`config.mk`:
```
export PLATFORM = sky130hd
export DESIGN_NAME = uart_csr_top
export DESIGN_NICKNAME = d
export VERILOG_FILES = /design/src/common/axil_pkg.sv /design/src/common/csr_pkg.sv /design/src/axil/axil_hold.sv /design/src/axil/axil_write_ctrl.sv /design/src/axil/axil_read_ctrl.sv /design/src/csr/csr_file.sv /design/src/uart_csr_top.sv
export SDC_FILE = /design/constraint.sdc
export NUM_CORES = 1
export LEC_CHECK = 0
export ABC_CLOCK_PERIOD_IN_PS = 3900
export BUFFER_PORTS_ARGS = -buffer_cell sky130_fd_sc_hd__buf_2
export CELL_PAD_IN_SITES_DETAIL_PLACEMENT = 2
export CELL_PAD_IN_SITES_GLOBAL_PLACEMENT = 2
export CORE_ASPECT_RATIO = 0.7
export CORE_UTILIZATION = 33
export DETAILED_ROUTE_END_ITERATION = 8
export GPL_TIMING_DRIVEN = 1
export PLACE_DENSITY = 0.84
export SYNTH_ARGS = -nofsm -noshare
export SYNTH_HDL_FRONTEND = slang
export SYNTH_SLANG_ARGS = --single-unit
```
`constraint.sdc`:
```
create_clock -name clk -period 3.9 [get_ports clk]
set_input_delay 0.585 -clock clk [delete_from_list [all_inputs] [get_ports clk]]
set_output_delay 0.585 -clock clk [all_outputs]
set_load 0.1 [all_outputs]
```
`src/common/axil_pkg.sv`:
```
// AXI4-Lite bus definitions
package axil_pkg;

    // --------------------------------------------------
    // Bus widths
    // --------------------------------------------------
    localparam int ADDR_W = 16;
    localparam int DATA_W = 32;
    localparam int STRB_W = DATA_W / 8;
    localparam int RESP_W = 2;

    // Only OKAY is ever returned
    localparam logic [RESP_W-1:0] RESP_OKAY = 2'b00;

    // --------------------------------------------------
    // Bus-side payloads
    // --------------------------------------------------
    // W channel beat
    typedef struct packed {
        logic [DATA_W-1:0] data;
        logic [STRB_W-1:0] strb;
    } axil_wdata_t;

    // One committed register write
    typedef struct packed {
        logic [ADDR_W-1:0] addr;
        logic [DATA_W-1:0] data;
        logic [STRB_W-1:0] strb;
    } csr_wr_t;

    typedef struct packed {
        logic [ADDR_W-1:0] addr;
    } csr_rd_t;

endpackage

```
`src/common/csr_pkg.sv`:
```
// UART register map
package csr_pkg;

    // --------------------------------------------------
    // Register addresses
    // --------------------------------------------------
    localparam logic [axil_pkg::ADDR_W-1:0] ADDR_STAT    = 16'h0004;
    localparam logic [axil_pkg::ADDR_W-1:0] ADDR_CTRL    = 16'h0008;
    localparam logic [axil_pkg::ADDR_W-1:0] ADDR_LPMODE  = 16'h000C;
    localparam logic [axil_pkg::ADDR_W-1:0] ADDR_INTSTAT = 16'h0010;
    localparam logic [axil_pkg::ADDR_W-1:0] ADDR_ID      = 16'h0FFC;

    // --------------------------------------------------
    // Field positions
    // --------------------------------------------------
    localparam int CTRL_BAUD_LSB  = 0;
    localparam int CTRL_BAUD_W    = 2;
    localparam int CTRL_TXEN_BIT  = 4;
    localparam int CTRL_RXEN_BIT  = 5;
    localparam int CTRL_TXST_BIT  = 6;
    localparam int LPMODE_DIV_LSB = 0;
    localparam int LPMODE_DIV_W   = 8;
    localparam int LPMODE_EN_BIT  = 31;
    localparam int STAT_BUSY_BIT  = 0;
    localparam int STAT_RXE_BIT   = 4;
    localparam int STAT_TXF_BIT   = 5;
    localparam int INT_TX_BIT     = 0;
    localparam int INT_RX_BIT     = 1;

    localparam logic [axil_pkg::DATA_W-1:0] ID_VALUE = 32'hCAFE0666;

    // --------------------------------------------------
    // Hardware-side structs
    // --------------------------------------------------
    typedef struct packed {
        logic [CTRL_BAUD_W-1:0]  baud;
        logic                    txen;
        logic                    rxen;
        logic                    txst;
        logic [LPMODE_DIV_W-1:0] div;
        logic                    lp_en;
    } uart_ctrl_t;

    // Levels, load enables and set pulses from the UART core
    typedef struct packed {
        logic busy_en;
        logic busy;
        logic rxe;
        logic txf;
        logic txen_en;
        logic txen;
        logic rxen_en;
        logic rxen;
        logic tx_set;
        logic rx_set;
    } uart_stat_t;

    localparam uart_ctrl_t CTRL_RESET = '0;

endpackage

```
`src/axil/axil_hold.sv`:
```
// Bus channel capture slot
`timescale 1ns/1ps

module axil_hold #(
    parameter type payload_t = logic
) (
    input  logic     clk,
    input  logic     rst,
    input  logic     in_valid,
    input  payload_t in_data,
    output logic     in_ready,
    input  logic     take,
    output logic     full,
    output payload_t data
);

    logic load;

    // Accept only into an empty slot
    assign in_ready = ~full;
    assign load     = in_valid & in_ready;

    always_ff @(posedge clk) begin
        if (rst) begin
            full <= 1'b0;
        end else if (load) begin
            full <= 1'b1;
        end else if (take) begin
            full <= 1'b0;
        end
    end

    always_ff @(posedge clk) begin
        if (load) begin
            data <= in_data;
        end
    end

    a_data_held: assert property (@(posedge clk) disable iff (rst)
        full && !take |=> $stable(data));

endmodule

```
`src/axil/axil_write_ctrl.sv`:
```
// AXI4-Lite write channel controller
`timescale 1ns/1ps

module axil_write_ctrl (
    input  logic                          clk,
    input  logic                          rst,
    input  logic [axil_pkg::ADDR_W-1:0]   axil_awaddr,
    input  logic                          axil_awvalid,
    output logic                          axil_awready,
    input  logic [axil_pkg::DATA_W-1:0]   axil_wdata,
    input  logic [axil_pkg::STRB_W-1:0]   axil_wstrb,
    input  logic                          axil_wvalid,
    output logic                          axil_wready,
    output logic [axil_pkg::RESP_W-1:0]   axil_bresp,
    output logic                          axil_bvalid,
    input  logic                          axil_bready,
    output logic                          wr_en,
    output axil_pkg::csr_wr_t             wr_req
);

    logic                        aw_full;
    logic                        w_full;
    logic [axil_pkg::ADDR_W-1:0] aw_addr;
    axil_pkg::axil_wdata_t       w_in;
    axil_pkg::axil_wdata_t       w_beat;

    assign w_in.data = axil_wdata;
    assign w_in.strb = axil_wstrb;

    // --------------------------------------------------
    // AW and W captured independently
    // --------------------------------------------------
    axil_hold #(
        .payload_t (logic [axil_pkg::ADDR_W-1:0])
    ) u_aw_hold (
        .clk      (clk),
        .rst      (rst),
        .in_valid (axil_awvalid),
        .in_data  (axil_awaddr),
        .in_ready (axil_awready),
        .take     (wr_en),
        .full     (aw_full),
        .data     (aw_addr)
    );

    axil_hold #(
        .payload_t (axil_pkg::axil_wdata_t)
    ) u_w_hold (
        .clk      (clk),
        .rst      (rst),
        .in_valid (axil_wvalid),
        .in_data  (w_in),
        .in_ready (axil_wready),
        .take     (wr_en),
        .full     (w_full),
        .data     (w_beat)
    );

    // Commit once both halves are in and the last response is gone
    assign wr_en       = aw_full & w_full & ~axil_bvalid;
    assign wr_req.addr = aw_addr;
    assign wr_req.data = w_beat.data;
    assign wr_req.strb = w_beat.strb;

    always_ff @(posedge clk) begin
        if (rst) begin
            axil_bvalid <= 1'b0;
        end else if (wr_en) begin
            axil_bvalid <= 1'b1;
        end else if (axil_bready) begin
            axil_bvalid <= 1'b0;
        end
    end

    assign axil_bresp = axil_pkg::RESP_OKAY;

    a_bvalid_hold: assert property (@(posedge clk) disable iff (rst)
        axil_bvalid && !axil_bready |=> axil_bvalid);

endmodule

```
`src/axil/axil_read_ctrl.sv`:
```
// AXI4-Lite read channel controller
`timescale 1ns/1ps

module axil_read_ctrl (
    input  logic                          clk,
    input  logic                          rst,
    input  logic [axil_pkg::ADDR_W-1:0]   axil_araddr,
    input  logic                          axil_arvalid,
    output logic                          axil_arready,
    output logic [axil_pkg::DATA_W-1:0]   axil_rdata,
    output logic [axil_pkg::RESP_W-1:0]   axil_rresp,
    output logic                          axil_rvalid,
    input  logic                          axil_rready,
    output logic                          rd_en,
    output axil_pkg::csr_rd_t             rd_req,
    input  logic [axil_pkg::DATA_W-1:0]   rd_data
);

    logic                        ar_full;
    logic [axil_pkg::ADDR_W-1:0] ar_addr;
    logic                        r_done;
    logic                        rd_en_q;
    logic                        rvalid_q;
    logic [axil_pkg::DATA_W-1:0] rdata_q;

    assign r_done = axil_rvalid & axil_rready;

    axil_hold #(
        .payload_t (logic [axil_pkg::ADDR_W-1:0])
    ) u_ar_hold (
        .clk      (clk),
        .rst      (rst),
        .in_valid (axil_arvalid),
        .in_data  (axil_araddr),
        .in_ready (axil_arready),
        .take     (r_done),
        .full     (ar_full),
        .data     (ar_addr)
    );

    // A read stays outstanding for as long as rvalid is up
    assign rd_en       = ar_full & ~axil_rvalid;
    assign rd_req.addr = ar_addr;

    always_ff @(posedge clk) begin
        if (rst) begin
            rd_en_q  <= 1'b0;
            rvalid_q <= 1'b0;
        end else begin
            rd_en_q  <= rd_en;
            rvalid_q <= axil_rvalid & ~axil_rready;
        end
    end

    // Register file data is only valid in the cycle after rd_en
    always_ff @(posedge clk) begin
        if (rd_en_q) begin
            rdata_q <= rd_data;
        end
    end

    assign axil_rvalid = rd_en_q | rvalid_q;
    assign axil_rdata  = rd_en_q ? rd_data : rdata_q;
    assign axil_rresp  = axil_pkg::RESP_OKAY;

    a_rvalid_hold: assert property (@(posedge clk) disable iff (rst)
        axil_rvalid && !axil_rready |=> axil_rvalid && $stable(axil_rdata));

endmodule

```
`src/csr/csr_file.sv`:
```
// UART control and status registers
`timescale 1ns/1ps

module csr_file (
    input  logic                        clk,
    input  logic                        rst,
    input  logic                        wr_en,
    input  axil_pkg::csr_wr_t           wr_req,
    input  logic                        rd_en,
    input  axil_pkg::csr_rd_t           rd_req,
    output logic [axil_pkg::DATA_W-1:0] rd_data,
    input  csr_pkg::uart_stat_t         hw_stat,
    output csr_pkg::uart_ctrl_t         hw_ctrl
);

    csr_pkg::uart_ctrl_t         ctrl_q;
    logic                        busy_q;
    logic                        rxe_q;
    logic                        txf_q;
    logic                        int_tx_q;
    logic                        int_rx_q;
    logic                        ctrl_we;
    logic                        lpmode_we;
    logic                        intstat_we;
    logic [axil_pkg::DATA_W-1:0] rd_mux;

    assign ctrl_we    = wr_en && (wr_req.addr == csr_pkg::ADDR_CTRL);
    assign lpmode_we  = wr_en && (wr_req.addr == csr_pkg::ADDR_LPMODE);
    assign intstat_we = wr_en && (wr_req.addr == csr_pkg::ADDR_INTSTAT);

    // --------------------------------------------------
    // CTRL and LPMODE
    // --------------------------------------------------
    always_ff @(posedge clk) begin
        if (rst) begin
            ctrl_q <= csr_pkg::CTRL_RESET;
        end else begin
            // Start pulse lasts one cycle
            ctrl_q.txst <= 1'b0;
            if (ctrl_we && wr_req.strb[0]) begin
                ctrl_q.baud <= wr_req.data[csr_pkg::CTRL_BAUD_LSB +: csr_pkg::CTRL_BAUD_W];
                ctrl_q.txen <= wr_req.data[csr_pkg::CTRL_TXEN_BIT];
                ctrl_q.rxen <= wr_req.data[csr_pkg::CTRL_RXEN_BIT];
                ctrl_q.txst <= wr_req.data[csr_pkg::CTRL_TXST_BIT];
            end else begin
                // Core loads its enables unless the bus writes them
                if (hw_stat.txen_en) begin
                    ctrl_q.txen <= hw_stat.txen;
                end
                if (hw_stat.rxen_en) begin
                    ctrl_q.rxen <= hw_stat.rxen;
                end
            end
            if (lpmode_we && wr_req.strb[0]) begin
                ctrl_q.div <= wr_req.data[csr_pkg::LPMODE_DIV_LSB +: csr_pkg::LPMODE_DIV_W];
            end
            if (lpmode_we && wr_req.strb[3]) begin
                ctrl_q.lp_en <= wr_req.data[csr_pkg::LPMODE_EN_BIT];
            end
        end
    end

    assign hw_ctrl = ctrl_q;

    // --------------------------------------------------
    // STAT and INTSTAT
    // --------------------------------------------------
    always_ff @(posedge clk) begin
        if (rst) begin
            busy_q   <= 1'b0;
            rxe_q    <= 1'b0;
            txf_q    <= 1'b0;
            int_tx_q <= 1'b0;
            int_rx_q <= 1'b0;
        end else begin
            rxe_q <= hw_stat.rxe;
            txf_q <= hw_stat.txf;
            if (hw_stat.busy_en) begin
                busy_q <= hw_stat.busy;
            end
            // Set wins over write-one-to-clear
            if (hw_stat.tx_set) begin
                int_tx_q <= 1'b1;
            end else if (intstat_we && wr_req.strb[0] && wr_req.data[csr_pkg::INT_TX_BIT]) begin
                int_tx_q <= 1'b0;
            end
            if (hw_stat.rx_set) begin
                int_rx_q <= 1'b1;
            end else if (intstat_we && wr_req.strb[0] && wr_req.data[csr_pkg::INT_RX_BIT]) begin
                int_rx_q <= 1'b0;
            end
        end
    end

    // --------------------------------------------------
    // Read mux
    // --------------------------------------------------
    always_comb begin
        rd_mux = '0;
        case (rd_req.addr)
            csr_pkg::ADDR_STAT: begin
                rd_mux[csr_pkg::STAT_BUSY_BIT] = busy_q;
                rd_mux[csr_pkg::STAT_RXE_BIT]  = rxe_q;
                rd_mux[csr_pkg::STAT_TXF_BIT]  = txf_q;
            end
            csr_pkg::ADDR_CTRL: begin
                rd_mux[csr_pkg::CTRL_BAUD_LSB +: csr_pkg::CTRL_BAUD_W] = ctrl_q.baud;
                rd_mux[csr_pkg::CTRL_TXEN_BIT] = ctrl_q.txen;
                rd_mux[csr_pkg::CTRL_RXEN_BIT] = ctrl_q.rxen;
            end
            csr_pkg::ADDR_LPMODE: begin
                rd_mux[csr_pkg::LPMODE_DIV_LSB +: csr_pkg::LPMODE_DIV_W] = ctrl_q.div;
                rd_mux[csr_pkg::LPMODE_EN_BIT] = ctrl_q.lp_en;
            end
            csr_pkg::ADDR_INTSTAT: begin
                rd_mux[csr_pkg::INT_TX_BIT] = int_tx_q;
                rd_mux[csr_pkg::INT_RX_BIT] = int_rx_q;
            end
            csr_pkg::ADDR_ID: rd_mux = csr_pkg::ID_VALUE;
            default: rd_mux = '0;
        endcase
    end

    always_ff @(posedge clk) begin
        if (rst) begin
            rd_data <= '0;
        end else if (rd_en) begin
            rd_data <= rd_mux;
        end else begin
            rd_data <= '0;
        end
    end

    // A start pulse always traces back to a CTRL commit the cycle before
    a_txst_commit: assert property (@(posedge clk) disable iff (rst)
        ctrl_q.txst |-> $past(ctrl_we && wr_req.strb[0]));

endmodule

```
`src/uart_csr_top.sv`:
```
// UART register block top level
`timescale 1ns/1ps

module uart_csr_top (
    input  logic                        clk,
    input  logic                        rst,
    // AXI4-Lite write
    input  logic [axil_pkg::ADDR_W-1:0] axil_awaddr,
    input  logic                        axil_awvalid,
    output logic                        axil_awready,
    input  logic [axil_pkg::DATA_W-1:0] axil_wdata,
    input  logic [axil_pkg::STRB_W-1:0] axil_wstrb,
    input  logic                        axil_wvalid,
    output logic                        axil_wready,
    output logic [axil_pkg::RESP_W-1:0] axil_bresp,
    output logic                        axil_bvalid,
    input  logic                        axil_bready,
    // AXI4-Lite read
    input  logic [axil_pkg::ADDR_W-1:0] axil_araddr,
    input  logic                        axil_arvalid,
    output logic                        axil_arready,
    output logic [axil_pkg::DATA_W-1:0] axil_rdata,
    output logic [axil_pkg::RESP_W-1:0] axil_rresp,
    output logic                        axil_rvalid,
    input  logic                        axil_rready,
    // UART core side
    input  csr_pkg::uart_stat_t         hw_stat,
    output csr_pkg::uart_ctrl_t         hw_ctrl
);

    logic                        wr_en;
    axil_pkg::csr_wr_t           wr_req;
    logic                        rd_en;
    axil_pkg::csr_rd_t           rd_req;
    logic [axil_pkg::DATA_W-1:0] rd_data;

    axil_write_ctrl u_write_ctrl (
        .clk          (clk),
        .rst          (rst),
        .axil_awaddr  (axil_awaddr),
        .axil_awvalid (axil_awvalid),
        .axil_awready (axil_awready),
        .axil_wdata   (axil_wdata),
        .axil_wstrb   (axil_wstrb),
        .axil_wvalid  (axil_wvalid),
        .axil_wready  (axil_wready),
        .axil_bresp   (axil_bresp),
        .axil_bvalid  (axil_bvalid),
        .axil_bready  (axil_bready),
        .wr_en        (wr_en),
        .wr_req       (wr_req)
    );

    axil_read_ctrl u_read_ctrl (
        .clk          (clk),
        .rst          (rst),
        .axil_araddr  (axil_araddr),
        .axil_arvalid (axil_arvalid),
        .axil_arready (axil_arready),
        .axil_rdata   (axil_rdata),
        .axil_rresp   (axil_rresp),
        .axil_rvalid  (axil_rvalid),
        .axil_rready  (axil_rready),
        .rd_en        (rd_en),
        .rd_req       (rd_req),
        .rd_data      (rd_data)
    );

    csr_file u_csr_file (
        .clk     (clk),
        .rst     (rst),
        .wr_en   (wr_en),
        .wr_req  (wr_req),
        .rd_en   (rd_en),
        .rd_req  (rd_req),
        .rd_data (rd_data),
        .hw_stat (hw_stat),
        .hw_ctrl (hw_ctrl)
    );

endmodule

```
Yosys cells after proc, flatten, opt, wreduce, memory -nomap -nowiden
Cells that the tools add are included.
Cells by class
  equality and inequality tests: 8
  mux-type cells: 22
  bitwise logic cells: 17
  reductions and logical operators: 19
Operators with widths (count)
  $eq A16 B4 Y1 const B: 4
  $eq A16 B5 Y1 const B: 2
  $mux W32: 1
  $mux W23: 1
  $eq A16 B12 Y1 const B: 1
  $eq A16 B3 Y1 const B: 1
  $reduce_bool A2 Y1: 8
  $mux W1: 13
  $logic_and A1 B1 Y1: 9
  $and A1 B1 Y1: 8
  $not A1 Y1: 8
  $pmux W1 S4: 2
  $pmux W2 S2: 2
  $pmux W2 S4: 1
  $reduce_or A2 Y1: 2
  $mux W2: 1
  $pmux W1 S2: 1
  $or A1 B1 Y1: 1
Storage, ports and cells
  register bits: 157
  word-level logic and storage cells: 89

Logic depth before layout (Yosys ltp)
  depth in word-level cells: 7
  depth in mapped cells: 7

By module
From an unflattened synthesis, not the netlist that was laid out.
Second synthesis, totals
  cell total of the unflattened synthesis: 333
  area total of the unflattened synthesis: 5031.1 um2
Modules (own cells, without submodules)
  csr_file: times used 1, cells an instance 163, area an instance 1500.2 um2, seq. area each 580.6 um2
  axil_read_ctrl: times used 1, cells an instance 79, area an instance 1280.0 um2, seq. area each 680.7 um2
  axil_hold at u_write_ctrl.u_w_hold: times used 1, cells an instance 41, area an instance 1124.8 um2, seq. area each 1101.1 um2
  axil_hold at u_read_ctrl.u_ar_hold ...: times used 2, cells an instance 21, area an instance 524.3 um2, seq. area each 500.5 um2
  axil_write_ctrl: times used 1, cells an instance 8, area an instance 77.6 um2, seq. area each 20.0 um2

Worst setup path before layout
No wires, ideal clock.
  path type: register -> output
  start: reg u_read_ctrl.rd_en_q
  end: out axil_rdata[10] (netlist bit)
  arrival time: 2.808 ns
  data required time: 3.315 ns
  setup slack: 0.507 ns
  cell stages (with the launch flop): 4
  path buffers: 2
  cells stage by stage: dfxtp_1 > clkbuf_1 > clkbuf_1 > o21ai_0
Between the ends
  word-level cells in the longest chain between the ends: 1
Ends and longest elaborated chain
  start: declaration: line axil_read_ctrl.sv:22  | logic rd_en_q;
  start signal: assignment: line axil_read_ctrl.sv:50  | rd_en_q <= rd_en;
  $mux W32: line axil_read_ctrl.sv:63  | assign axil_rdata = rd_en_q ? rd_data : rdata_q;
  end: declaration: line uart_csr_top.sv:22  | output logic [axil_pkg::DATA_W-1:0] axil_rdata,
No other way between the ends.

Final worst setup path
  start: reg u_read_ctrl.rd_en_q
  end: out axil_rdata[27] (netlist bit)
Same word-level chain as after synthesis.

==> results.md <==
- Worst r2r src: u_write_ctrl.u_aw_hold.data[13]
- Post-synth EDFFs: 43
- P_leak: approximately 2.0 nW
- Synth Area in Adders: 0%
- Via count: around 2800
- Worst-margin pin slew: around 1400 ps
- CP startpoint kind: flop
- Net Sw Frac: a little under a quarter
- Slew headroom: under 10%
- Tmin final: 2624 ps
- # DRC: 0
- Fillers: ~1200
- Largest family of logic cells by synthesized area: simple AND/OR/NAND/NOR gates
- Die Y: between 90 and 100 µm
- Initial DRC Count: 115
- Setup CP Type: flop to output port
- RSZ-0062 raised after global routing: false
- Worst-case clock buffer depth: 2
- Setup bufs post-CTS: 0
- First-pass GRT wire length: approximately 17000 µm
- Antenna Cells: 0
- Post-Synth XOR/XNOR Area: 0%
- WL final: 10670 µm
- DR WL/cell: between 15 and 20 µm
- Worst Setup Slack, final: about 1300 ps
- Largest net degree at the start of global routing: 35
- Vias in the first global route: about 3100
- Worst-case reg-to-reg path depth: 4
- Hold path depth: 1
- CP required: roughly 3300 ps
- Drt pass-1 iters: 4
- Initial antenna violation count: 0
- Hold Startpoint: axil_awaddr[9]
- Max frequency: about 380 MHz
- Avg Inst Size Synth: between 10 and 15 µm²
- Die width: around 130 µm
- CTS resizes: 0
- Core area: 0.01117 mm²
- Final Cycle Share: about two thirds
- WHS Endpoint: u_write_ctrl.u_aw_hold.data[9]
- Clock Skew: 7.269 ps
- Clock Tree Root: clkbuf_16
- Reg2reg end: u_csr_file.hw_ctrl[13]
- Clock power share: roughly 36%
- Clock-pin slew on the worst setup and hold paths: roughly 70 ps
- Pint: 1.706 mW
- Vias per cell: approximately 4.9
- P_sw: approximately 520 µW
- Count of final hold-check violations: 0
- Ports: 140
- Cell taking the most area after synthesis: dfxtp_1
- CP Capture Type: output port
- Later-pin clock latency in the skew report: roughly 340 ps
- Setup TNS Final: 0 ps
- Final net count: between 500 and 600
- Synth top area share: about a third
- Synth cell types: 41
- FFs w/ async S/R, synth: 0%
- Comb power frac: a little over 7%
- Kind of path behind the tightest hold check: input port to flop
- Max IR drop VDD: around 0.00024 V
- Status: complete, no violations
- Hold-fix buffers, CTS: 0
- Top post-synthesis cells by area: dfxtp_1 (35%), edfxtp_1 (34%), nor2b_1 (3.4%), mux2_2 (2.9%), o21ai_0 (2.9%)
- Place WS: 1237 ps
- Crit path DAT: roughly 2000 ps
- Reg2reg setup slack: ~1300 ps
- Synth Area in Simple Gates: between 10% and 20%
- Die area: 0.01209 mm²
- CTS sink count: 110
- Synth Cell Area: between 0.003 and 0.004 mm²
- Inserted Clock Buffers: 9
- Post-synthesis cell count: between 300 and 400
- Post-synthesis mux area share: 5.013%
- Flop pwr share: a little under three fifths
- PwrDens: 462.5 mW/mm²
- Detail Route Antenna Nets: 0
- Max-slew violations: 0
- Worst Path Max Fanout: 34
- Setup violation total in the final timing report: 0
- Gpl congestion: slightly below 0.8
- Ys Warns: 0
- DP HPWL: approximately 8100 µm
- H-tree depth: 3
- Initial Utilization: approximately 34%
- Port Buffers: 110
- Max cap viols: 0
- Seq cells post-synth: 110
- Area grow syn2layout: 25.23%
- Main synth FF type: dfxtp_1
- GRT Total Usage: between 10% and 20%
- Grt ovf: 0
- Sequential share of the synthesized area: 68.49%
- TritonCTS clock tree: built
- Synth Area in Compound Gates: 7.259%
- # rows: 32
- Layout cell share with drive strength beyond 1: 33.88%
==> area by class of cell <==
type                    count  area, µm²  share of cell area, %
multi-input cells         164       1072                  22.28
clock inverters             6      28.78                 0.5979
well taps                 153      191.4                  3.977
inverters                  21      78.83                  1.638
flip-flops and latches    110       2633                  54.69
repair buffers            114      580.6                  12.06
clock buffers              10      229.0                  4.757
==> cell families (layout without fill, tap and decap cells) <==
kind of cell    count (synthesis)  after routing
buf+inv                        36            151
flops                         110            110
mux                            17             17
simple gates                   95             95
other cells                     1              4
compound gates                 48             48
==> flip-flops by register name (all words and copies together) (netlist names), 10 cells and up <==
signal                       cells
u_read_ctrl.rdata_q             32
u_read_ctrl.u_ar_hold.data      16
u_write_ctrl.u_aw_hold.data     16
u_csr_file.hw_ctrl              14
u_write_ctrl.u_w_hold.data      11
u_csr_file.rd_data              10
==> synthesized netlist by cell type, drive strengths merged (2+ instances only) <==
cell type	number
a21o	3
a21oi	14
a311oi	3
and2	3
buf	4
clkbuf	11
dfxtp	67
edfxtp	43
inv	21
mux2	12
mux2i	5
nand2	4
nand2b	2
nand3	3
nand4	14
nor2	13
nor2b	21
nor3	10
nor3b	2
nor4	2
nor4b	4
o21ai	22
or3	5
or4	6
or4b	2
==> cells in the final DEF (no fill, tap or decap), types with 9 or more instances in the layout <==
cell type  Yosys  final
nand4_1       14     14
nor2_1        13     13
inv_1         21     21
clkbuf_16      0      9
a21oi_1       14     14
edfxtp_1      43     43
mux2_2        10     10
o21ai_0       22     22
buf_2          0    110
dfxtp_1       67     67
nor3_1        10     10
nor2b_1       21     21
==> metrics by stage <==
| step | power (mW) | std cells | area (µm²) | utilization, % | hold WS, ps |
|---|---|---|---|---|---|
| 6_report | 2.226 | 578 | 4813 | 43.09 | 413.0 |
| 5_1_grt | 2.305 | 578 | 4813 | 43.09 | 399.9 |
| 4_1_cts | 2.258 | 578 | 4813 | 43.09 | 399.1 |
| 3_5_place_dp | 1.442 | 562 | 4556 | 40.78 | 458.5 |
| 3_3_place_gp | 1.429 | 562 | 4556 | 40.78 | 453.2 |
| 2_1_floorplan | 1.380 | 310 | 3855 | - | 460.4 |
==> worst max-delay path by stage <==
stage	start	endpoint	slack [ps]
floorplan	u_read_ctrl.rd_en_q	axil_rdata[10]	510
CTS	u_read_ctrl.rd_en_q	axil_rdata[9]	1190
global placement	rst	u_csr_file.rd_data[1]	1340
global route	u_read_ctrl.rd_en_q	axil_rdata[27]	1070
finish	u_read_ctrl.rd_en_q	axil_rdata[27]	1280
detailed placement	rst	u_csr_file.rd_data[1]	1240
==> critical path, stage by stage (launching register included) <==
cell	delay (ps)
dfxtp_1	350
buf_4	350
nand2_1	300
o21ai_0	200
buf_2	480
==> layer usage <==
metal	global-route usage [%]	vias to the layer above	part of all wire, %
met2	33.02	84	50
li1	-	1324	-
met4	9.770	0	3.0
met5	0	-	0
met3	4.448	22	4.5
met1	21.35	1374	42
==> power by group through the flow <==
stage	Combinational, mW	Clock (mW)	Sequential, mW
6_report	0.159	0.810	1.26
5_1_grt	0.170	0.874	1.26
4_1_cts	0.161	0.840	1.26
3_5_place_dp	0.159	0	1.28
3_3_place_gp	0.150	0	1.28
2_1_floorplan	0.0952	0	1.29
No activity file was read; power rests on OpenSTA's default activity.
